<file path="config.mk">
export PLATFORM = sky130hd
export DESIGN_NAME = hazard_unit_flat
export DESIGN_NICKNAME = d
export VERILOG_FILES = /design/src/common/core_pkg.sv /design/src/common/hazard_if.sv /design/src/hdl/hazard_unit.sv /design/src/flat_wrapper.sv
export VERILOG_INCLUDE_DIRS = /design/src /design/src/common
export SDC_FILE = /design/constraint.sdc
export NUM_CORES = 1
export LEC_CHECK = 0
export BUFFER_PORTS_ARGS = -buffer_cell sky130_fd_sc_hd__buf_2
export CAP_MARGIN = 20
export CORE_AREA = 2 2 235 237
export DETAILED_ROUTE_END_ITERATION = 7
export DIE_AREA = 0 0 237 239
export SYNTH_ARGS = -nofsm -noshare
export SYNTH_HDL_FRONTEND = slang
export SYNTH_SLANG_ARGS = --single-unit
</file>
<file path="constraint.sdc">
create_clock -name vclk -period 1.9
set_input_delay 0.285 -clock vclk [all_inputs]
set_output_delay 0.285 -clock vclk [all_outputs]
set_load 0.02 [all_outputs]
</file>
<file path="src/common/core_cfg.svh">
`ifndef CORE_CFG_SVH
`define CORE_CFG_SVH

// data and pc width.
`define CORE_XLEN  64

// architectural registers.
`define CORE_NREGS 32

`endif
</file>
<file path="src/common/core_pkg.sv">
`include "core_cfg.svh"

package core_pkg;

    typedef logic [`CORE_XLEN-1:0]          xlen_t;
    typedef logic [$clog2(`CORE_NREGS)-1:0] regnum_t;

    typedef enum logic [1:0] {
        FWD_RF  = 2'd0,
        FWD_EX  = 2'd1,
        FWD_MEM = 2'd2
    } forward_type_t;

    // bit 2 picks the logic unit, bit 0 is subtract.
    typedef enum logic [2:0] {
        ALU_ADD = 3'b000,
        ALU_SUB = 3'b001,
        ALU_AND = 3'b100,
        ALU_OR  = 3'b101,
        ALU_XOR = 3'b110
    } alu_op_t;

    typedef enum logic [1:0] {
        CT_NONE,
        CT_BEQ,
        CT_BNE,
        CT_BC
    } control_type_t;

    typedef enum logic [1:0] {
        SLT_NONE,
        SLT_SIGNED,
        SLT_UNSIGNED
    } slt_type_t;

    typedef enum logic [1:0] {
        SRC2_REG,
        SRC2_SEXT,
        SRC2_ZEXT
    } alu_src2_t;

    typedef enum logic {
        RD_RD,
        RD_RT
    } rd_src_t;

    // ~~~~~~~~~~~~~~~~~~~~~~~~~~~~~~~~~~~~~~~~
    // pipeline records
    // ~~~~~~~~~~~~~~~~~~~~~~~~~~~~~~~~~~~~~~~~
    typedef struct packed {
        logic [31:0] inst;
        xlen_t       pc;
        xlen_t       pc4;
    } IF_regs_t;

    typedef struct packed {
        logic [31:0]   inst;
        xlen_t         pc4;
        xlen_t         pc_branch;
        xlen_t         A_data;
        xlen_t         B_data;
        xlen_t         AU_out;
        logic          zero;
        logic          negative;
        logic          borrow_out;
        logic          overflow;
        alu_op_t       alu_op;
        slt_type_t     slt_type;
        control_type_t control_type;
        logic          lui;
        regnum_t       W_regnum;
        logic          write_enable;
        logic          reserved_inst;
    } ID_regs_t;

    typedef struct packed {
        logic    write_enable;
        regnum_t W_regnum;
        xlen_t   W_data;
        logic    reserved_inst;
        logic    overflow;
    } MEM_regs_t;

endpackage

</file>
<file path="src/common/hazard_if.sv">
`timescale 1ns/1ps

interface hazard_if;
    import core_pkg::*;

    forward_type_t forward_a;   // rs source.
    forward_type_t forward_b;   // rt source.
    logic          stall;
    logic          flush;

    modport unit (output forward_a, forward_b, stall, flush);
    modport stage (input forward_a, forward_b, stall, flush);
endinterface

</file>
<file path="src/hdl/hazard_unit.sv">
`timescale 1ns/1ps

module hazard_unit (
    input  core_pkg::IF_regs_t  IF_regs,
    input  core_pkg::ID_regs_t  ID_regs,
    input  core_pkg::MEM_regs_t MEM_regs,
    input  logic                hold,
    input  logic                branch_taken,
    hazard_if.unit              hz
);
    import core_pkg::*;

    regnum_t rs;
    regnum_t rt;
    logic    ex_writes;

    assign rs        = IF_regs.inst[25:21];
    assign rt        = IF_regs.inst[20:16];
    assign ex_writes = ID_regs.write_enable & ~ID_regs.overflow & (ID_regs.W_regnum != '0);

    // execute result wins over the writeback record.
    always_comb begin
        hz.forward_a = FWD_RF;
        hz.forward_b = FWD_RF;
        if (ex_writes && ID_regs.W_regnum == rs) begin
            hz.forward_a = FWD_EX;
        end else if (MEM_regs.write_enable && MEM_regs.W_regnum != '0 &&
                     MEM_regs.W_regnum == rs) begin
            hz.forward_a = FWD_MEM;
        end
        if (ex_writes && ID_regs.W_regnum == rt) begin
            hz.forward_b = FWD_EX;
        end else if (MEM_regs.write_enable && MEM_regs.W_regnum != '0 &&
                     MEM_regs.W_regnum == rt) begin
            hz.forward_b = FWD_MEM;
        end
    end

    assign hz.stall = hold;
    assign hz.flush = branch_taken;
endmodule

</file>
<file path="src/flat_wrapper.sv">
// flat-port wrapper written by rule: the top's interface ports become plain ports
module hazard_unit_flat import core_pkg::*;
  (IF_regs, ID_regs, MEM_regs, hold, branch_taken, hz_forward_a, hz_forward_b, hz_stall, hz_flush);
  hazard_if hz_i ();
  input  core_pkg::IF_regs_t IF_regs;
  input  core_pkg::ID_regs_t ID_regs;
  input  core_pkg::MEM_regs_t MEM_regs;
  input  logic hold;
  input  logic branch_taken;
  output wire logic [$bits(hz_i.forward_a)-1:0] hz_forward_a;
  output wire logic [$bits(hz_i.forward_b)-1:0] hz_forward_b;
  output wire logic [$bits(hz_i.stall)-1:0] hz_stall;
  output wire logic [$bits(hz_i.flush)-1:0] hz_flush;
  assign hz_forward_a = hz_i.forward_a;
  assign hz_forward_b = hz_i.forward_b;
  assign hz_stall = hz_i.stall;
  assign hz_flush = hz_i.flush;
  hazard_unit u_core (.IF_regs(IF_regs), .ID_regs(ID_regs), .MEM_regs(MEM_regs), .hold(hold), .branch_taken(branch_taken), .hz(hz_i));
endmodule
</file>
==> Word-level counts from Yosys, hierarchy flattened <==
Cells that the tools add are included.
Widths: inputs -> output; s select.
{ "word_totals": {"register_bits": 0, "input_bits": 605, "output_inout_bits": 6, "wordCells": 18} }
{ "op_classes": {"eq_ne": 4, "mux": 4, "n_bitwise": 3, "reduce_logical": 7} }
{ "ops": {"columns": ["cell", "count"], "rows": [
  ["$eq 5x5->1", 4],
  ["$reduce_bool 5->1", 2],
  ["$mux 2", 4],
  ["$logic_and 1x1->1", 5],
  ["$and 1x1->1", 2],
  ["$not 1->1", 1]
]} }

==> Depth between registers and ports, before layout <==
{ "depth": {"word_depth": 5, "ltp_mapped": 4, "ltp_nobuf": 4} }

==> Worst setup path before layout <==
Ideal clock, no wire load.
{ "synth_timing": {"path_kind": "input to output", "from": "input ID_regs[5] (netlist bit)", "to": "output hz_forward_a[1]", "t_arrival_ps": 1837, "t_required_ps": 1615, "path_slack_ps": -222, "path_stages": 4, "path_buffers": 0, "path_cell_list": "or4_1 > o21ai_2 > nor4_1 > nor4_1"} }
{ "synth_between": {"elab_chain_cells": 4, "elab_cells_between_ends": 5, "classes_between": "eq/ne (1); mux (1); bitwise (1); reduce/logical (2)"} }
{ "synth_rtl": {"columns": ["item", "line_no", "text"], "rows": [
  ["start: declaration", "flat_wrapper.sv:6", "input core_pkg::ID_regs_t ID_regs;"],
  ["$reduce_bool 5->1", "hazard_unit.sv:19", "assign ex_writes = ID_regs.write_enable & ~ID_regs.overflow & (ID_regs.W_regnum != '0);"],
  ["$and 1x1->1", "hazard_unit.sv:19", null],
  ["$logic_and 1x1->1 *", "hazard_unit.sv:25", "if (ex_writes && ID_regs.W_regnum == rs) begin"],
  ["$mux 2 *", "hazard_unit.sv:25", null],
  ["end: declaration", "flat_wrapper.sv:10", "output wire logic [$bits(hz_i.forward_a)-1:0] hz_forward_a;"]
]} }
Every way passes the cells marked *; elsewhere a longest branch is shown, timed or not.

==> Worst setup path after layout <==
{ "layout_timing": {"from": "input ID_regs[5] (netlist bit)", "to": "output hz_forward_b[1]"} }
{ "layout_between": {"elab_chain_cells": 4, "elab_cells_between_ends": 5, "classes_between": "eq/ne (1); mux (1); bitwise (1); reduce/logical (2)"} }
{ "layout_rtl": {"columns": ["item", "line_no", "text"], "rows": [
  ["$reduce_bool 5->1", "hazard_unit.sv:19", null],
  ["$and 1x1->1", "hazard_unit.sv:19", null],
  ["$logic_and 1x1->1 *", "hazard_unit.sv:31", "if (ex_writes && ID_regs.W_regnum == rt) begin"],
  ["$mux 2 *", "hazard_unit.sv:31", null],
  ["end: declaration", "flat_wrapper.sv:11", "output wire logic [$bits(hz_i.forward_b)-1:0] hz_forward_b;"]
]} }
Marked as above.

==> impl_results.md <==
- Critical path class: input port to primary output
- Most common cell after layout, fill and taps aside: buf_2
- Antenna cell count: 0
- Crit-path slowest cell: or4_4
- Post-route ant nets: 0
- Worst-path maximum fanout: 2
- Core footprint: 54300 sq um
- Max_slew headroom: 70.1%
- Commonest non-fill, non-tap cells in the layout: buf_2 (26), xnor2_1 (16), buf_4 (6)
- DIE HEIGHT: 239 microns
- Final Critical Period: 1880 ps
- Finished Layout Cells: 771
- Port Buffer Count: 27
- P&R area growth vs syn: 389%
- Xor/xnor share of the synthesized area: 62.8%
- Status: finished clean
- Via Count: 393
- Slew Viols, Final: 0
- Complex-gate fraction of the synthesized area: 3.14%
- Nets: 674
- Post-synthesis sequential area ratio: 0%
- RePlAce Congestion: 0.628
- Critical Path, Cell by Cell: buf_2 -> or4_4 -> o21ai_4 -> nor4_2 -> nor4_2 -> buf_2
- Setup bufs post-CTS: 0
- Startpoint Class: input port
- Fillers: 6452
- 1st-iter DRT viols: 4
- Area of the multi-input gates: 309 sq um
- F_max: 532 MHz
- Maxcap violations: 0
- Grt total ovfl: 0
- I/O pin count: 611
- Initial antenna violation count: 9
- Placed Instances: 773
- Worst Setup End Kind: primary output
- Worst hold slack: 570 ps
- Final setup vio count: 0
- Avg Vias per Cell: 0.510
- Initial core utilization: 0.513%
- Peak VDD IR: 0.0940 mV
- Simple-gate portion of the synthesized area: 28.7%
- Netlist cell types: 11
- Bufs and invs on worst path: 2
- Leak: 0.208 nW
- Cts hold-fix bufs: 0
- Residual DRC: 0
- Hold Fails Final Rpt: 0
- Gr usage total: 0.973%
- Syn Nets: 642
- Largest family of logic cells by synthesized area: XOR/XNOR gates
- Synth Area in Adders: 0%
- Mapped cell area: 279 sq um
- Drt first pass iters: 2
- Global-route wire length before repair: 3430 microns
- Power per cell area: 79.7 nW/um^2
- Worst min path class: input port to primary output
- CP max stage delay: 540 ps
- Register area: 0 sq um
- Routed WL per cell: 3.73 microns
- Mux share of post-synthesis cell area: 0%
- Die area: 56600 sq um
- Syn avg cell area: 7.54 sq um
- Ys Warns: 0
- Die width: 237 microns
- Crit-path leading delay family: simple AND/OR/NAND/NOR gates
- Placed cell area: 1350 sq um
- Vias in the first global route: 363
- Routed wire length: 2880 microns
- Post-layout util: 2.51%
- RSZ-0062 raised after global routing: true
- Clock buffers: 0
- Final TNS setup: 0 ps
- Share of cells above drive strength 1: 56.7%
- Seq Cell Count: 0
- Crit share post-route: 98.9%
- CP Data Required Time: 1620 ps
- Post-DP HPWL: 2760 microns
- # rows: 86
- Worst Max-Slew Pin Slew: 445 ps
- CP Data Arrival Time: 1590 ps
- Synth Instances: 37
- Design area: 1370 sq um
- Pin count of the biggest net entering global routing: 4
[routing by layer]
layer	GRT usage (%)	part of all wire [%]	vias up
met5	0	0.42	-
met4	0	0.035	2
met3	0.335	13	2
met2	0.383	10	43
met1	2.25	76	157
li1	-	-	189
[path summary, 6_finish.rpt]
kind	start	end	slack, ps	depth (start not counted)
worst max-delay path	ID_regs[5]	hz_forward_b[1]	20	6
worst min-delay path	hold	hz_stall	570	0
[cells in the mapped netlist (all sizes together)]
library cell	count	share of area (%)
xnor2	16	50
nor4	4	9.0
xor2	4	13
buf	2	5.4
nand2	2	2.7
nand3	2	3.6
nand4	2	4.5
or4	2	5.4
nor2	1	1.3
nor2b	1	2.2
o21ai	1	3.1
[layout make-up]
cell class	count	share of cell area [%]
Timing Repair Buffer	32	12.8
Tap cell	704	64.5
Multi-Input combinational cell	35	22.6
[metrics by stage]
| stage | setup slack (ps) | total power [W] |
|---|---|---|
| final | 20.4 | 0.000109 |
| after CTS | -56.4 | 0.000104 |
| after global placement | -92.7 | 0.000104 |
| after floorplan | 37.8 | 0.0000527 |
| after detailed placement | -67.7 | 0.000103 |
| after global routing | -27.4 | 0.000120 |
[power by group]
part	total [W]	leakage (nW)	internal (W)	switching, W
combinational	0.000109	0.208	0.0000567	0.0000521
clock	0	0	0	0
sequential	0	0	0	0
total	0.000109	0.208	0.0000567	0.0000521
[cells by family (layout without fill, tap and decap cells)]
logic type	count (synthesis)	in the layout
xor+xnor	20	20
buf+inv	2	32
simple gates	14	14
compound gates	1	1
[timing repair]
item,4_1_cts,5_1_grt
cloned,0,0
pin swaps,5,2
resized for setup,2,4
endpoints found under the setup margin,2,3
No activity file was read; power rests on OpenSTA's default activity.
