[src/common/core_cfg.svh]
`ifndef CORE_CFG_SVH
`define CORE_CFG_SVH

// data and pc width.
`define CORE_XLEN  64

// architectural registers.
`define CORE_NREGS 32

`endif
[src/common/core_pkg.sv]
`include "core_cfg.svh"

package core_pkg;

    typedef logic [`CORE_XLEN-1:0]          xlen_t;
    typedef logic [$clog2(`CORE_NREGS)-1:0] regnum_t;

    typedef enum logic [1:0] {
        FWD_RF  = 2'd0,
        FWD_EX  = 2'd1,
        FWD_MEM = 2'd2
    } forward_type_t;

    // bit 2 picks the logic unit, bit 0 is subtract.
    typedef enum logic [2:0] {
        ALU_ADD = 3'b000,
        ALU_SUB = 3'b001,
        ALU_AND = 3'b100,
        ALU_OR  = 3'b101,
        ALU_XOR = 3'b110
    } alu_op_t;

    typedef enum logic [1:0] {
        CT_NONE,
        CT_BEQ,
        CT_BNE,
        CT_BC
    } control_type_t;

    typedef enum logic [1:0] {
        SLT_NONE,
        SLT_SIGNED,
        SLT_UNSIGNED
    } slt_type_t;

    typedef enum logic [1:0] {
        SRC2_REG,
        SRC2_SEXT,
        SRC2_ZEXT
    } alu_src2_t;

    typedef enum logic {
        RD_RD,
        RD_RT
    } rd_src_t;

    // ~~~~~~~~~~~~~~~~~~~~~~~~~~~~~~~~~~~~~~~~
    // pipeline records
    // ~~~~~~~~~~~~~~~~~~~~~~~~~~~~~~~~~~~~~~~~
    typedef struct packed {
        logic [31:0] inst;
        xlen_t       pc;
        xlen_t       pc4;
    } IF_regs_t;

    typedef struct packed {
        logic [31:0]   inst;
        xlen_t         pc4;
        xlen_t         pc_branch;
        xlen_t         A_data;
        xlen_t         B_data;
        xlen_t         AU_out;
        logic          zero;
        logic          negative;
        logic          borrow_out;
        logic          overflow;
        alu_op_t       alu_op;
        slt_type_t     slt_type;
        control_type_t control_type;
        logic          lui;
        regnum_t       W_regnum;
        logic          write_enable;
        logic          reserved_inst;
    } ID_regs_t;

    typedef struct packed {
        logic    write_enable;
        regnum_t W_regnum;
        xlen_t   W_data;
        logic    reserved_inst;
        logic    overflow;
    } MEM_regs_t;

endpackage

[src/common/hazard_if.sv]
`timescale 1ns/1ps

interface hazard_if;
    import core_pkg::*;

    forward_type_t forward_a;   // rs source.
    forward_type_t forward_b;   // rt source.
    logic          stall;
    logic          flush;

    modport unit (output forward_a, forward_b, stall, flush);
    modport stage (input forward_a, forward_b, stall, flush);
endinterface

[src/hdl/core_if.sv]
`timescale 1ns/1ps
`include "core_cfg.svh"

module core_if (
    input  logic                  clock,
    input  logic                  reset,
    input  logic [31:0]           inst,
    input  logic [`CORE_XLEN-1:0] pc,
    hazard_if.stage               hz,
    output core_pkg::IF_regs_t    IF_regs
);
    import core_pkg::*;

    always_ff @(posedge clock, posedge reset) begin
        if (reset) begin
            IF_regs <= '0;
        end else if (hz.flush) begin
            IF_regs <= '0;              // squash on taken branch.
        end else if (!hz.stall) begin
            IF_regs.inst <= inst;
            IF_regs.pc   <= pc;
            IF_regs.pc4  <= pc + xlen_t'(4);
        end
    end
endmodule

[src/flat_wrapper.sv]
// flat-port wrapper written by rule: the top's interface ports become plain ports
module core_if_flat import core_pkg::*;
  (clock, reset, inst, pc, IF_regs, hz_forward_a, hz_forward_b, hz_stall, hz_flush);
  hazard_if hz_i ();
  input  logic clock;
  input  logic reset;
  input  logic [31:0] inst;
  input  logic [`CORE_XLEN-1:0] pc;
  output core_pkg::IF_regs_t IF_regs;
  input wire logic [$bits(hz_i.forward_a)-1:0] hz_forward_a;
  input wire logic [$bits(hz_i.forward_b)-1:0] hz_forward_b;
  input wire logic [$bits(hz_i.stall)-1:0] hz_stall;
  input wire logic [$bits(hz_i.flush)-1:0] hz_flush;
  assign hz_i.forward_a = hz_forward_a;
  assign hz_i.forward_b = hz_forward_b;
  assign hz_i.stall = hz_stall;
  assign hz_i.flush = hz_flush;
  core_if u_core (.clock(clock), .reset(reset), .inst(inst), .pc(pc), .hz(hz_i), .IF_regs(IF_regs));
endmodule
[config.mk]
export PLATFORM = sky130hd
export DESIGN_NAME = core_if_flat
export DESIGN_NICKNAME = d
export VERILOG_FILES = /design/src/common/core_pkg.sv /design/src/common/hazard_if.sv /design/src/hdl/core_if.sv /design/src/flat_wrapper.sv
export VERILOG_INCLUDE_DIRS = /design/src /design/src/common
export SDC_FILE = /design/constraint.sdc
export NUM_CORES = 1
export LEC_CHECK = 0
export ABC_AREA = 1
export BUFFER_PORTS_ARGS = -buffer_cell sky130_fd_sc_hd__buf_2
export CAP_MARGIN = 20
export CELL_PAD_IN_SITES_DETAIL_PLACEMENT = 1
export CELL_PAD_IN_SITES_GLOBAL_PLACEMENT = 1
export CORE_ASPECT_RATIO = 1.5
export CORE_MARGIN = 1
export CORE_UTILIZATION = 39
export CTS_CLUSTER_DIAMETER = 40
export CTS_CLUSTER_SIZE = 10
export DETAILED_ROUTE_END_ITERATION = 10
export PLACE_DENSITY_LB_ADDON = 0.1
export SLEW_MARGIN = 10
export SYNTH_ARGS = -nofsm -noshare
export SYNTH_HDL_FRONTEND = slang
export SYNTH_SLANG_ARGS = --single-unit
[constraint.sdc]
create_clock -name clock -period 10.13 [get_ports clock]
set_clock_uncertainty 0.05 [all_clocks]
set_input_delay 3.039 -clock clock [delete_from_list [all_inputs] [get_ports clock]]
set_output_delay 3.039 -clock clock [all_outputs]
set_load 0.1 [all_outputs]
# == After elaboration in Yosys (flattened, before gate mapping) ==
# Index checks and enable logic that the tools add are counted.
# word_totals
out_inout_bits,160
ff_bits,160
in_bits,104
# op_classes
n_mux,2
add_sub_neg,1
eq_ne,1
# op_table
op,count
160-bit two-way mux,2
"64-bit by 3-bit adder with 64-bit output, second input constant",1
"2-bit by 1-bit != test with 1-bit output, second input constant",1

# == Depth between registers and ports, before layout ==
# logic_depth
depth_word,3
ltp_mapped,10

# == Worst setup path after synthesis ==
# Ideal clock, no wire load.
# synth_path
path_kind,reg-to-output
from,"register, netlist name u_core.IF_regs[0]"
to,output port IF_regs[64] (netlist name)
slack_ns,5.701
stages_incl_launch_ff,2
required_time_ns,7.041
arrival_ns,1.340
n_path_buf,1
cell_sequence,dfrtp_1 > buf_4
# synth_rtl
element,line_no,rtl
to (decl),flat_wrapper.sv:9,output core_pkg::IF_regs_t IF_regs;

# == Final worst setup path ==
# layout_path
from,input port hz_flush
to,"register, netlist name u_core.IF_regs[63]"
# layout_via
elab_chain_len,1
elab_cells_between_ends,2
classes_between,eq/ne (1); mux (1)
# layout_rtl
element,line_no,rtl
from (decl),flat_wrapper.sv:13,input wire logic [$bits(hz_i.flush)-1:0] hz_flush;
2-bit by 1-bit != test with 1-bit output (no line) or 160-bit two-way mux (tied branches),-,
# Several ways; a longest one is shown, not always the timed one.
# A chain may end at the register's enable or synchronous reset.

==> flow_summary.ini <==
[run_status]
status = completed

[logic_synthesis]
synth-main-ff-cell = dfrtp_1
synth_top_cell_by_area = dfrtp_1
netlist_top_cells_count = nand2_1, nor2_1, dfrtp_1
yosysSeqAreaShare_pct = 50.3
ys_warn_count = 0
ys_ff_latch = 158
synth_top_area_share_pct = 50.3
ys_types = 23
async_flop_share_pct = 100
syn_area_mm2 = 0.00787
synthTopCellsByArea = dfrtp_1, nand2_1, nor2_1
synth_edf_count = 0
syn_nets = 1154
yosysMostFrequentCell = nand2_1
synth_cells = 1049
syn-mean-instance-area_um2 = 7.50

[worst_setup_path]
start_kind = input port
crit_path_max_fanout = 82
path_class = in2reg
cp.required_ns = 10.45
arrival_ns = 5.48
worstSetupEndpointType = flop

[grt]
grt_pass1_wl_um = 45900
grt_usage_pct = 28.9
grt_pass1_vias = 8352
grt-ovfl-total = 0
grt_max_degree = 99
antenna_found_initial = 1

[sta]
fin_crit_ns = 5.16
fin_setup_tns_ns = 0
setup_ws_ns = 4.97
slew_headroom_pct = 29.4
hold_violations = 0
rsz0062_at_grt = no
final-max-slew-violation-count = 0
worst_pin_slew_ns = 1.06
setup_viol = 0
fin_crit_sh_pct = 51.0
fmax_ghz = 0.194

[power_and_ir_drop]
switchingPower_uw = 676
p_comb_share_pct = 24.9
switching_share_pct = 37.6
p_int_mw = 1.12
ir_drop_mv = 0.0914
p_clk_share_pct = 36.9
power.leakage_nw = 5.45
power_density_mw_per_mm2 = 180
seqPwrFrac_pct = 38.2

[clock_network]
clock_sinks = 158
cts_hold_buf = 0
cts_resized = 0
tritoncts = yes
cts_inserted_buffers = 17
cts-root-buf = clkbuf_16
clock_latency_ns = 0.43
cts_setup_buffers = 0
cts.path.max_buffers = 2
clkTransAtPathRegs_ns = 0.07
cts_max_level = 4

[layout]
largest_reg_flops = 158
fin_cells = 1568
syn2layout_area_growth_pct = 26.8
nets = 1399
fillCellCount = 2605
drive_gt1_share_pct = 24.5
top_regs = u_core.IF_regs: 158 flops
post-route-util_pct = 50.4
top_register = u_core.IF_regs

[detailed_routing]
drtAntennaViolNets = 0
first_iter_violations = 488
drt_wl_total_um = 29100
dr.pass1.iters = 5
num_vias = 8064
routedWlPerCell_um = 18.6
drc = 0
viasPerCell = 5.14

[job]
drv_cap = 0

[floorplanning]
initial_utilization_pct = 39.8
die-area_mm2 = 0.0208
core_mm2 = 0.0198
die_h_um = 176
rows = 63
io_pins = 264
die_w_um = 118

[placed_design]
gp_congestion = 0.867
pre_cts_ws_ns = 4.55
post-dp-hpwl_um = 21800
portBuffers = 259
dp.cells = 1535

[min_path]
hp-class = reg2reg
==> metrics by stage <==
stage / instance area (um2) / hold slack, ns / total power [mW]
6_report: 9970 / 0.424 / 1.80
4_1_cts: 9970 / 0.422 / 1.81
3_3_place_gp: 9370 / 0.402 / 1.14
5_1_grt: 9970 / 0.458 / 1.86
3_5_place_dp: 9370 / 0.406 / 1.15
2_1_floorplan: 7870 / 0.925 / 1.04
==> worst paths after layout <==
kind	start	end	slack (ns)	cells past startpoint
min	u_core.IF_regs[70]$_DFFE_PP0P_	u_core.IF_regs[70]$_DFFE_PP0P_	0.42	2
max reg2reg	u_core.IF_regs[49]$_DFFE_PP0P_	u_core.IF_regs[49]$_DFFE_PP0P_	9.25	4
max in group asynchronous	reset	u_core.IF_regs[37]$_DFFE_PP0P_	6.23	3
min reg2reg	u_core.IF_regs[70]$_DFFE_PP0P_	u_core.IF_regs[70]$_DFFE_PP0P_	0.42	2
min in group asynchronous	reset	u_core.IF_regs[73]$_DFFE_PP0P_	2.67	2
max	hz_flush	u_core.IF_regs[63]$_DFFE_PP0P_	4.97	8
==> power groups by stage <==
stage | clock, mW | sequential (mW) | combinational (mW)
2_1_floorplan | 0 | 0.958 | 0.0828
3_3_place_gp | 0 | 0.696 | 0.446
3_5_place_dp | 0 | 0.697 | 0.449
4_1_cts | 0.675 | 0.686 | 0.451
5_1_grt | 0.698 | 0.690 | 0.468
6_report | 0.663 | 0.686 | 0.448
==> cells by family (layout without fill, tap and decap cells) <==
| kind of cell | Yosys count | after routing | synth area share (%) |
|---|---|---|---|
| AND/OR/NAND/NOR | 588 | 588 | 30.5 |
| other | 0 | 2 | 0 |
| AO/OA/AOI/OAI | 155 | 155 | 11.8 |
| flip-flops | 158 | 158 | 50.3 |
| adder cells (fa/ha/maj) | 1 | 1 | 0.159 |
| buffers and inverters | 147 | 404 | 7.32 |
==> area by class of cell <==
cell class | count | area, um2 | share of cell area, %
Sequential cell | 158 | 3950 | 39.6
Multi-Input combinational cell | 744 | 3340 | 33.5
Timing Repair Buffer | 265 | 1340 | 13.4
Clock buffer | 18 | 429 | 4.30
Inverter | 108 | 410 | 4.11
Tap cell | 260 | 325 | 3.26
Clock inverter | 13 | 166 | 1.67
Antenna cell | 2 | 5.00 | 0.0502
==> worst max-delay path: stages <==
cell,delay (ns)
buf_2,0.13
nor2_4,0.09
buf_4,0.68
inv_2,0.50
buf_4,0.50
nor2_1,0.21
nand3_1,0.10
nand3_1,0.11
==> placed cells by master, fill, tap and decap left out <==
| master | instances |
|---|---|
| a21oi_1 | 3 |
| a22o_1 | 38 |
| a32o_1 | 1 |
| buf_2 | 259 |
| buf_4 | 6 |
| bufinv_16 | 3 |
| clkbuf_1 | 1 |
| clkbuf_16 | 17 |
| clkinv_1 | 2 |
| clkinv_2 | 2 |
| clkinv_4 | 3 |
| clkinvlp_4 | 3 |
| dfrtp_1 | 158 |
| diode_2 | 2 |
| ha_1 | 1 |
| inv_1 | 103 |
| inv_2 | 2 |
| inv_6 | 3 |
| nand2_1 | 297 |
| nand2_2 | 12 |
| nand3_1 | 81 |
| nand4_1 | 4 |
| nor2_1 | 183 |
| nor2_2 | 4 |
| nor2_4 | 6 |
| nor3_1 | 1 |
| o21ai_0 | 97 |
| o21ai_1 | 15 |
| o31ai_1 | 1 |
==> per-layer routing <==
layer / routed length (um) / GRT usage [%]
met1: 12200 / 34.4
met2: 14900 / 51.4
met3: 983 / 4.19
met4: 1070 / 12.7
met5: 0 / 0
(Power assumes the default switching activity.)
