`config.mk`:
```
export PLATFORM = sky130hd
export DESIGN_NAME = core_ex
export DESIGN_NICKNAME = d
export VERILOG_FILES = /design/src/common/core_pkg.sv /design/src/hdl/core_ex.sv
export VERILOG_INCLUDE_DIRS = /design/src /design/src/common
export SDC_FILE = /design/constraint.sdc
export NUM_CORES = 1
export LEC_CHECK = 0
export BUFFER_PORTS_ARGS = -buffer_cell sky130_fd_sc_hd__buf_4
export CAP_MARGIN = 40
export CORE_AREA = 2 2 200 202
export CTS_BUF_LIST = sky130_fd_sc_hd__clkbuf_16
export DETAILED_ROUTE_END_ITERATION = 10
export DIE_AREA = 0 0 202 204
export SLEW_MARGIN = 5
export SYNTH_ARGS = -nofsm -noshare
export SYNTH_HDL_FRONTEND = slang
export SYNTH_SLANG_ARGS = --single-unit
```
`constraint.sdc`:
```
create_clock -name clock -period 3.68 [get_ports clock]
set_input_delay 0.552 -clock clock [delete_from_list [all_inputs] [get_ports clock]]
set_output_delay 0.552 -clock clock [all_outputs]
set_load 0.02 [all_outputs]
```
`src/common/core_cfg.svh`:
```
`ifndef CORE_CFG_SVH
`define CORE_CFG_SVH

// data and pc width.
`define CORE_XLEN  64

// architectural registers.
`define CORE_NREGS 32

`endif
```
`src/common/core_pkg.sv`:
```
`include "core_cfg.svh"

package core_pkg;

    typedef logic [`CORE_XLEN-1:0]          xlen_t;
    typedef logic [$clog2(`CORE_NREGS)-1:0] regnum_t;

    typedef enum logic [1:0] {
        FWD_RF  = 2'd0,
        FWD_EX  = 2'd1,
        FWD_MEM = 2'd2
    } forward_type_t;

    // bit 2 picks the logic unit, bit 0 is subtract.
    typedef enum logic [2:0] {
        ALU_ADD = 3'b000,
        ALU_SUB = 3'b001,
        ALU_AND = 3'b100,
        ALU_OR  = 3'b101,
        ALU_XOR = 3'b110
    } alu_op_t;

    typedef enum logic [1:0] {
        CT_NONE,
        CT_BEQ,
        CT_BNE,
        CT_BC
    } control_type_t;

    typedef enum logic [1:0] {
        SLT_NONE,
        SLT_SIGNED,
        SLT_UNSIGNED
    } slt_type_t;

    typedef enum logic [1:0] {
        SRC2_REG,
        SRC2_SEXT,
        SRC2_ZEXT
    } alu_src2_t;

    typedef enum logic {
        RD_RD,
        RD_RT
    } rd_src_t;

    // ~~~~~~~~~~~~~~~~~~~~~~~~~~~~~~~~~~~~~~~~
    // pipeline records
    // ~~~~~~~~~~~~~~~~~~~~~~~~~~~~~~~~~~~~~~~~
    typedef struct packed {
        logic [31:0] inst;
        xlen_t       pc;
        xlen_t       pc4;
    } IF_regs_t;

    typedef struct packed {
        logic [31:0]   inst;
        xlen_t         pc4;
        xlen_t         pc_branch;
        xlen_t         A_data;
        xlen_t         B_data;
        xlen_t         AU_out;
        logic          zero;
        logic          negative;
        logic          borrow_out;
        logic          overflow;
        alu_op_t       alu_op;
        slt_type_t     slt_type;
        control_type_t control_type;
        logic          lui;
        regnum_t       W_regnum;
        logic          write_enable;
        logic          reserved_inst;
    } ID_regs_t;

    typedef struct packed {
        logic    write_enable;
        regnum_t W_regnum;
        xlen_t   W_data;
        logic    reserved_inst;
        logic    overflow;
    } MEM_regs_t;

endpackage

```
`src/hdl/core_ex.sv`:
```
`timescale 1ns/1ps
`include "core_cfg.svh"

module core_ex (
    input  logic                  clock,
    input  logic                  reset,
    input  core_pkg::ID_regs_t    ID_regs,
    output logic [`CORE_XLEN-1:0] EX_out,
    output logic                  branch_taken,
    output core_pkg::MEM_regs_t   MEM_regs
);
    import core_pkg::*;

    xlen_t logic_b;
    xlen_t logic_out;
    xlen_t lui_val;

    // immediate logic ops take the zero-extended field.
    assign logic_b = (ID_regs.inst[31:26] == 6'h00) ? ID_regs.B_data
                   : {{(`CORE_XLEN-16){1'b0}}, ID_regs.inst[15:0]};
    assign lui_val = {{(`CORE_XLEN-32){ID_regs.inst[15]}}, ID_regs.inst[15:0], 16'h0000};

    always_comb begin
        case (ID_regs.alu_op[1:0])
            2'b00:   logic_out = ID_regs.A_data & logic_b;
            2'b01:   logic_out = ID_regs.A_data | logic_b;
            default: logic_out = ID_regs.A_data ^ logic_b;
        endcase
    end

    always_comb begin
        if (ID_regs.lui) begin
            EX_out = lui_val;
        end else if (ID_regs.slt_type == SLT_SIGNED) begin
            EX_out = xlen_t'(ID_regs.negative ^ ID_regs.overflow);
        end else if (ID_regs.slt_type == SLT_UNSIGNED) begin
            EX_out = xlen_t'(ID_regs.borrow_out);
        end else if (ID_regs.alu_op[2]) begin
            EX_out = logic_out;
        end else begin
            EX_out = ID_regs.AU_out;
        end
    end

    always_comb begin
        case (ID_regs.control_type)
            CT_BEQ:  branch_taken = ID_regs.zero;
            CT_BNE:  branch_taken = ~ID_regs.zero;
            CT_BC:   branch_taken = 1'b1;
            default: branch_taken = 1'b0;
        endcase
    end

    always_ff @(posedge clock, posedge reset) begin
        if (reset) begin
            MEM_regs <= '0;
        end else begin
            MEM_regs.write_enable  <= ID_regs.write_enable & ~ID_regs.overflow;
            MEM_regs.W_regnum      <= ID_regs.W_regnum;
            MEM_regs.W_data        <= EX_out;
            MEM_regs.reserved_inst <= ID_regs.reserved_inst;
            MEM_regs.overflow      <= ID_regs.overflow;
        end
    end
endmodule

```
# Yosys cells after proc, flatten, opt, wreduce, memory -nomap -nowiden
# Cells that the tools add are included.
op_classes:
  eq_ne: 6
  n_mux: 7
  n_bitwise: 7
  n_reduce_logical: 2
op_table:
  columns: ["cell", "n"]
  rows:
  - ["$mux W64", 5]
  - ["$pmux W64 S2", 1]
  - ["$and A64 B64 Y64", 1]
  - ["$or A64 B64 Y64", 1]
  - ["$xor A64 B64 Y64", 1]
  - ["$eq A2 B1 Y1 const B", 3]
  - ["$eq A2 B2 Y1 const B", 3]
  - ["$logic_not A6 Y1", 1]
  - ["$pmux W1 S3", 1]
  - ["$logic_not A2 Y1", 1]
  - ["$not A1 Y1", 2]
  - ["$and A1 B1 Y1", 1]
  - ["$xor A1 B1 Y1", 1]
word_totals:
  reg_bits: 72
  inputBits: 373
  out_inout_bits: 137
  word_cells: 27

# Logic depth before layout (Yosys ltp)
# Gate-level depths: netlist of the first run.
depth:
  depth_word: 8
  ltp_mapped: 11
  mapped_depth_nobuf: 9

# Worst setup path after synthesis of the first run
# Ideal clock, no wire load.
synth_path:
  kind: "input to output"
  from: "in ID_regs[370] (netlist name)"
  to: "out EX_out[20]"
  t_arrival_ps: 2913
  required_ps: 3128
  slack_ps: 215
  path_stages: 11
  path_cell_list: "or4_4 -> nor3_4 -> buf_6 -> buf_6 -> nand2_1 -> inv_1 -> ha_1 -> nor2_1 -> a211oi_1 -> a21oi_1 -> o31ai_1"
synth_via:
  elab_chain_len: 8
synth_rtl:
  columns: ["item", "line_no", "source"]
  rows:
  - ["from (decl)", "core_ex.sv:7", "input core_pkg::ID_regs_t ID_regs,"]
  - ["$logic_not A6 Y1 (*)", "core_ex.sv:19", "assign logic_b = (ID_regs.inst[31:26] == 6'h00) ? ID_regs.B_data"]
  - ["$mux W64 (*)", "core_ex.sv:19", null]
  - ["$xor A64 B64 Y64, or another cell as far along", "core_ex.sv:27", "default: logic_out = ID_regs.A_data ^ logic_b;"]
  - ["$pmux W64 S2 (*)", "core_ex.sv:24", "case (ID_regs.alu_op[1:0])"]
  - ["$mux W64 (*)", "core_ex.sv:38", "end else if (ID_regs.alu_op[2]) begin"]
  - ["$mux W64 (*)", "core_ex.sv:36", "end else if (ID_regs.slt_type == SLT_UNSIGNED) begin"]
  - ["$mux W64 (*)", "core_ex.sv:34", "end else if (ID_regs.slt_type == SLT_SIGNED) begin"]
  - ["$mux W64 (*)", "core_ex.sv:32", "if (ID_regs.lui) begin"]
  - ["to (decl)", "core_ex.sv:8", "output logic [`CORE_XLEN-1:0] EX_out,"]
# Every way passes the cells marked *; elsewhere a longest branch is shown, timed or not.

# Final worst setup path of the first run
layout_path:
  from: "in ID_regs[370] (netlist name)"
  to: "out EX_out[42]"
# Same word-level chain as after synthesis.

==> results of run 1 <==
timing repair:
action,CTS,global route
setup endpoints to repair,0,10
resized for setup,0,10
hold endpoints to repair,0,0
kinds of logic after synthesis:
kind of cell	count (synthesis)	share of synthesized area, %
AO/OA/AOI/OAI	203	20.0
XOR/XNOR	2	0.268
adder cells (fa/ha/maj)	128	24.5
buffers and inverters	203	12.4
flip-flops	72	27.6
multiplexers	33	5.84
AND/OR/NAND/NOR	156	9.38
Yosys cell counts (all sizes together):
cell type,count,share of area (%)
a21oi,42,3.2
a222oi,16,2.5
nand2,99,5.7
nor2,52,3.0
and2,1,0.096
a32oi,10,1.3
buf,21,2.0
or2,1,0.096
a22o,1,0.13
xnor2,1,0.13
mux2,17,3.4
dfrtp,72,28
xor2,1,0.13
clkbuf,36,2.1
or4,1,0.17
nor2b,1,0.096
mux2i,16,2.5
o31ai,10,1.1
o22ai,22,2.1
o21ai,54,4.1
a211oi,48,5.5
inv,146,8.4
nor3,1,0.25
ha,128,25
metrics by stage:
step	total power, mW	cells
after floorplan	1.35	797
after global placement	1.93	1670
after detailed placement	1.95	1671
after CTS	3.00	1686
after global routing	3.10	1686
final	2.92	1688
layout make-up:
class | instances | share of cell area (%)
Antenna cell | 2 | 0.0482
Clock buffer | 9 | 2.17
Tap cell | 525 | 6.33
Multi-Input combinational cell | 522 | 38.0
Clock inverter | 6 | 0.820
Timing Repair Buffer | 406 | 30.0
Sequential cell | 72 | 17.4
Inverter | 146 | 5.29
layer usage:
layer	up-vias	part of all wire [%]	GRT usage, %
li1	3396	-	-
met1	3334	43	17.7
met2	292	47	24.1
met3	44	8.0	5.36
met4	2	1.9	4.46
met5	-	0.042	0
worst paths after layout:
kind / start / end / slack [ns] / depth (start not counted)
max in group asynchronous: reset / MEM_regs[27] / 2.61 / 4
min in group clock: ID_regs[0] / MEM_regs[1] / 0.28 / 1
worst min-delay path: reset / MEM_regs[63] / 0.23 / 2
worst max-delay path: ID_regs[370] / EX_out[42] / 0.15 / 14
worst max-delay path, stage by stage:
cell      delay, ns
buf_4          0.11
or4_4          0.53
nor3_4         0.15
buf_4          0.17
buf_12         0.17
buf_4          0.17
nand2_1        0.07
inv_1          0.05
ha_1           0.13
nor2_1         0.04
a211oi_1       0.24
o22ai_1        0.11
o21ai_0        0.26
buf_4          0.20
report_power, final:
part	switching, mW	internal [mW]
registers	0.0193	0.854
logic	0.580	0.468
clock network	0.413	0.590
==> metrics.yaml, run 1 <==
floorplan:
  die-area_mm2: 0.0412
  die_h_um: 204
  num_rows: 73
  coreArea_mm2: 0.0392
  num_io_pins: 510
  dieWidth_um: 202
  start_util_pct: 16.7
sta:
  whs_ns: 0.226
  fin_crit_ns: 3.53
  max_slew.worst_pin.slew_ns: 0.872
  period_share_pct: 96.0
  finalHoldViolCount: 0
  grt_setup_unrepaired: "no"
  slew_viol_final: 0
  tns_ns: 0
  max_freq_mhz: 283
  setup_violations: 0
  slew_headroom_pct: 41.8
  setup_slack_ns: 0.148
setup_path:
  critical_path_arrival_ns: 2.98
  path_max_fanout: 23
  setup.worst_path.start_class: "primary input"
  end_kind: "output port"
  critical_path_class: "in -> out"
  cp.required_ns: 3.13
clocking:
  clock-sinks: 72
  cts.reportedPaths.clkPinSlew_ns: 0.07
  cts_tree: "built"
  post_cts_buffers: 0
  root_buffer: "clkbuf_16"
  cts_max_level: 3
  hold_buffers: 0
  cts_made_buffers: 9
  clock_path_buffers: 2
drt:
  wirelength_mm: 30.6
  viasPerCell: 4.19
  wl_per_cell_um: 18.1
  dr.pass1.iters: 8
  drtIter0Drc: 318
  vias: 7068
  ant_nets: 0
  drc: 0
layout:
  drive_above_1_share_pct: 38.4
  fillCellCount: 4218
  fin_nets: 1658
  seq_area_mm2: 0.00180
  final_common_cell: "buf_4"
  largest_reg_flops: 72
  design_area_mm2: 0.0104
  regMostFlops: "MEM_regs"
  utilization_pct: 26.5
  multi_input_area_mm2: 0.00395
  reg.largest.list: "MEM_regs (72)"
  area_delta_synth_final_pct: 58.8
  final_cell_mix: "buf_4, inv_1, ha_1"
global_route:
  grt_pass1_vias: 7305
  grt_util_all_layers_pct: 14.6
  grt.overflow.total: 0
  antenna_found_initial: 3
  grt_pass1_wl_mm: 44.3
  grt_max_degree: 65
synthesis:
  yosysSeqAreaShare_pct: 27.6
  ys.warnings.count: 0
  syn_avg_cell_area_um2: 8.20
  synth_area_mm2: 0.00654
  synthDistinctLibCells: 27
  synth-seq-cells: 72
  syn_nets: 1298
  syn_inst: 797
placed_design:
  hpwl_mm: 24.5
  io_buffer_count: 371
  gp_congestion: 0.854
  pre_cts_ws_ns: 0.0613
  postPlaceCellArea_mm2: 0.0100
pwr:
  p_leak_nw: 5.75
  vdd_drop_max_mv: 0.246
  power_density_mw_per_mm2: 282
flow_run:
  cap_violations: 0
hold_path:
  hold_class: "in -> async"
run_status:
  status: "finished, final reports clean"
Power figures use the tool's default switching activity.
==> inputs of run 2 (changes only) <==
--- a/config.mk
+++ b/config.mk
@@ -12,6 +12,7 @@
 export CTS_BUF_LIST = sky130_fd_sc_hd__clkbuf_16
 export DETAILED_ROUTE_END_ITERATION = 10
 export DIE_AREA = 0 0 202 204
+export RECOVER_POWER = 100
 export SLEW_MARGIN = 5
 export SYNTH_ARGS = -nofsm -noshare
 export SYNTH_HDL_FRONTEND = slang
==> run 2 against run 1 <==
Compared with the run above: the run now ends with max-capacitance violations, max-slew violations left; clock-buffer cell count stayed put; via count hardly changed; die area stayed put; sequential share of layout area is 0.83 points higher; flip-flop and latch count stayed put; routed wire length is 0.29% higher; critical path type unchanged; largest cell class unchanged; highest routed layer unchanged.
==> metrics.yaml, run 2 (synthesized netlist as in run 1, its figures left out) <==
drt:
  drc: 0
  ant_nets: 0
  drtIter0Drc: 330
  wl_per_cell_um: 18.2
  wirelength_mm: 30.7
  viasPerCell: 4.19
  vias: 7075
  dr.pass1.iters: 7
sta:
  setup_violations: 0
  grt_setup_unrepaired: "no"
  whs_ns: 0.302
  fin_crit_ns: 3.54
  finalHoldViolCount: 0
  slew_headroom_pct: -20.1
  max_slew.worst_pin.slew_ns: 1.80
  period_share_pct: 96.3
  max_freq_mhz: 282
  slew_viol_final: 27
  tns_ns: 0
layout:
  largest_reg_flops: 72
  reg.largest.list: "MEM_regs (72)"
  regMostFlops: "MEM_regs"
  area_delta_synth_final_pct: 51.5
  final_cell_mix: "buf_4, inv_1, ha_1"
  instances_no_fill: 1688
  fillCellCount: 4315
  design_area_mm2: 0.00990
  final_common_cell: "buf_4"
  fin_nets: 1658
  drive_above_1_share_pct: 29.7
setup_path:
  setup.worst_path.start_class: "primary input"
  path_max_fanout: 23
  end_kind: "output port"
  critical_path_class: "in -> out"
  critical_path_arrival_ns: 2.99
  cp.required_ns: 3.13
placed_design:
  placed_cells: 1671
  gp_congestion: 0.854
  hpwl_mm: 24.5
  io_buffer_count: 371
  postPlaceCellArea_mm2: 0.0100
clocking:
  cts_max_level: 3
  cts.reportedPaths.clkPinSlew_ns: 0.08
  cts_made_buffers: 9
  clock-sinks: 72
  root_buffer: "clkbuf_16"
  clock_path_buffers: 2
  cts_tree: "built"
  post_cts_buffers: 0
global_route:
  grt_max_degree: 65
  grt_util_all_layers_pct: 14.6
  grt.overflow.total: 0
  grt_pass1_wl_mm: 44.3
  antenna_found_initial: 3
  grt_pass1_vias: 7305
floorplan:
  num_rows: 73
  die-area_mm2: 0.0412
  coreArea_mm2: 0.0392
  num_io_pins: 510
  start_util_pct: 16.7
  die_h_um: 204
  dieWidth_um: 202
run_status:
  violations: "max-capacitance violations, max-slew violations"
  status: "finished, violations left"
flow_run:
  cap_violations: 1
pwr:
  p_leak_nw: 5.34
  power_density_mw_per_mm2: 286
  vdd_drop_max_mv: 0.244
hold_path:
  hold_class: "in -> reg"
-- run 2: what timing repair did --
item                                    4_1_cts  5_1_grt
endpoints found under the hold margin         0        0
endpoints found under the setup margin        0       10
hold buffers                                  0        0
resized for setup                             0       10
-- run 2: worst max-delay path, stage by stage --
cell and delay [ns]:
buf_4 0.11, or4_4 0.53, nor3_4 0.15, buf_4 0.17, buf_12 0.17, buf_4 0.17, nand2_1 0.07, inv_1 0.05
ha_1 0.13, nor2_1 0.04, a211oi_1 0.25, o22ai_1 0.11, o21ai_0 0.26, buf_4 0.20
-- run 2: area by class of cell --
type,count,area [um2],share of cell area (%)
Multi-Input combinational cell,522,3930,39.7
Timing Repair Buffer,406,2650,26.7
Sequential cell,72,1800,18.2
Tap cell,525,657,6.63
Inverter,146,549,5.55
Clock buffer,9,225,2.27
Clock inverter,6,85.1,0.859
Antenna cell,2,5.00,0.0505
-- run 2: final timing paths --
check,startpoint,endpoint,slack (ns),cells past startpoint
setup / recovery,ID_regs[370],EX_out[42],0.14,14
min in group asynchronous,reset,MEM_regs[63],0.50,2
max in group asynchronous,reset,MEM_regs[27],0.79,4
hold / removal,ID_regs[0],MEM_regs[1],0.30,1
-- run 2: per-layer routing --
layer	global-route usage, %	wire length (um)
met3	5.36	2480
met2	24.1	14300
met1	17.7	13300
met4	4.46	561
met5	0	13
-- run 2: where the power goes --
| part | switching, mW | leakage (nW) | internal [mW] | total (mW) |
|---|---|---|---|---|
| combinational | 0.581 | 4.28 | 0.374 | 0.955 |
| sequential | 0.0179 | 0.907 | 0.854 | 0.872 |
| clock | 0.415 | 0.155 | 0.590 | 1.00 |
-- run 2: metrics by stage --
step           worst slack (ns)  util [%]  total power, mW
6_report                  0.137      25.3             2.83
5_1_grt                 0.00282      25.3             3.01
4_1_cts                  0.0396      26.4             3.00
3_5_place_dp             0.0613      25.6             1.95
3_3_place_gp             0.0573      25.6             1.93
2_1_floorplan             0.215         -             1.35
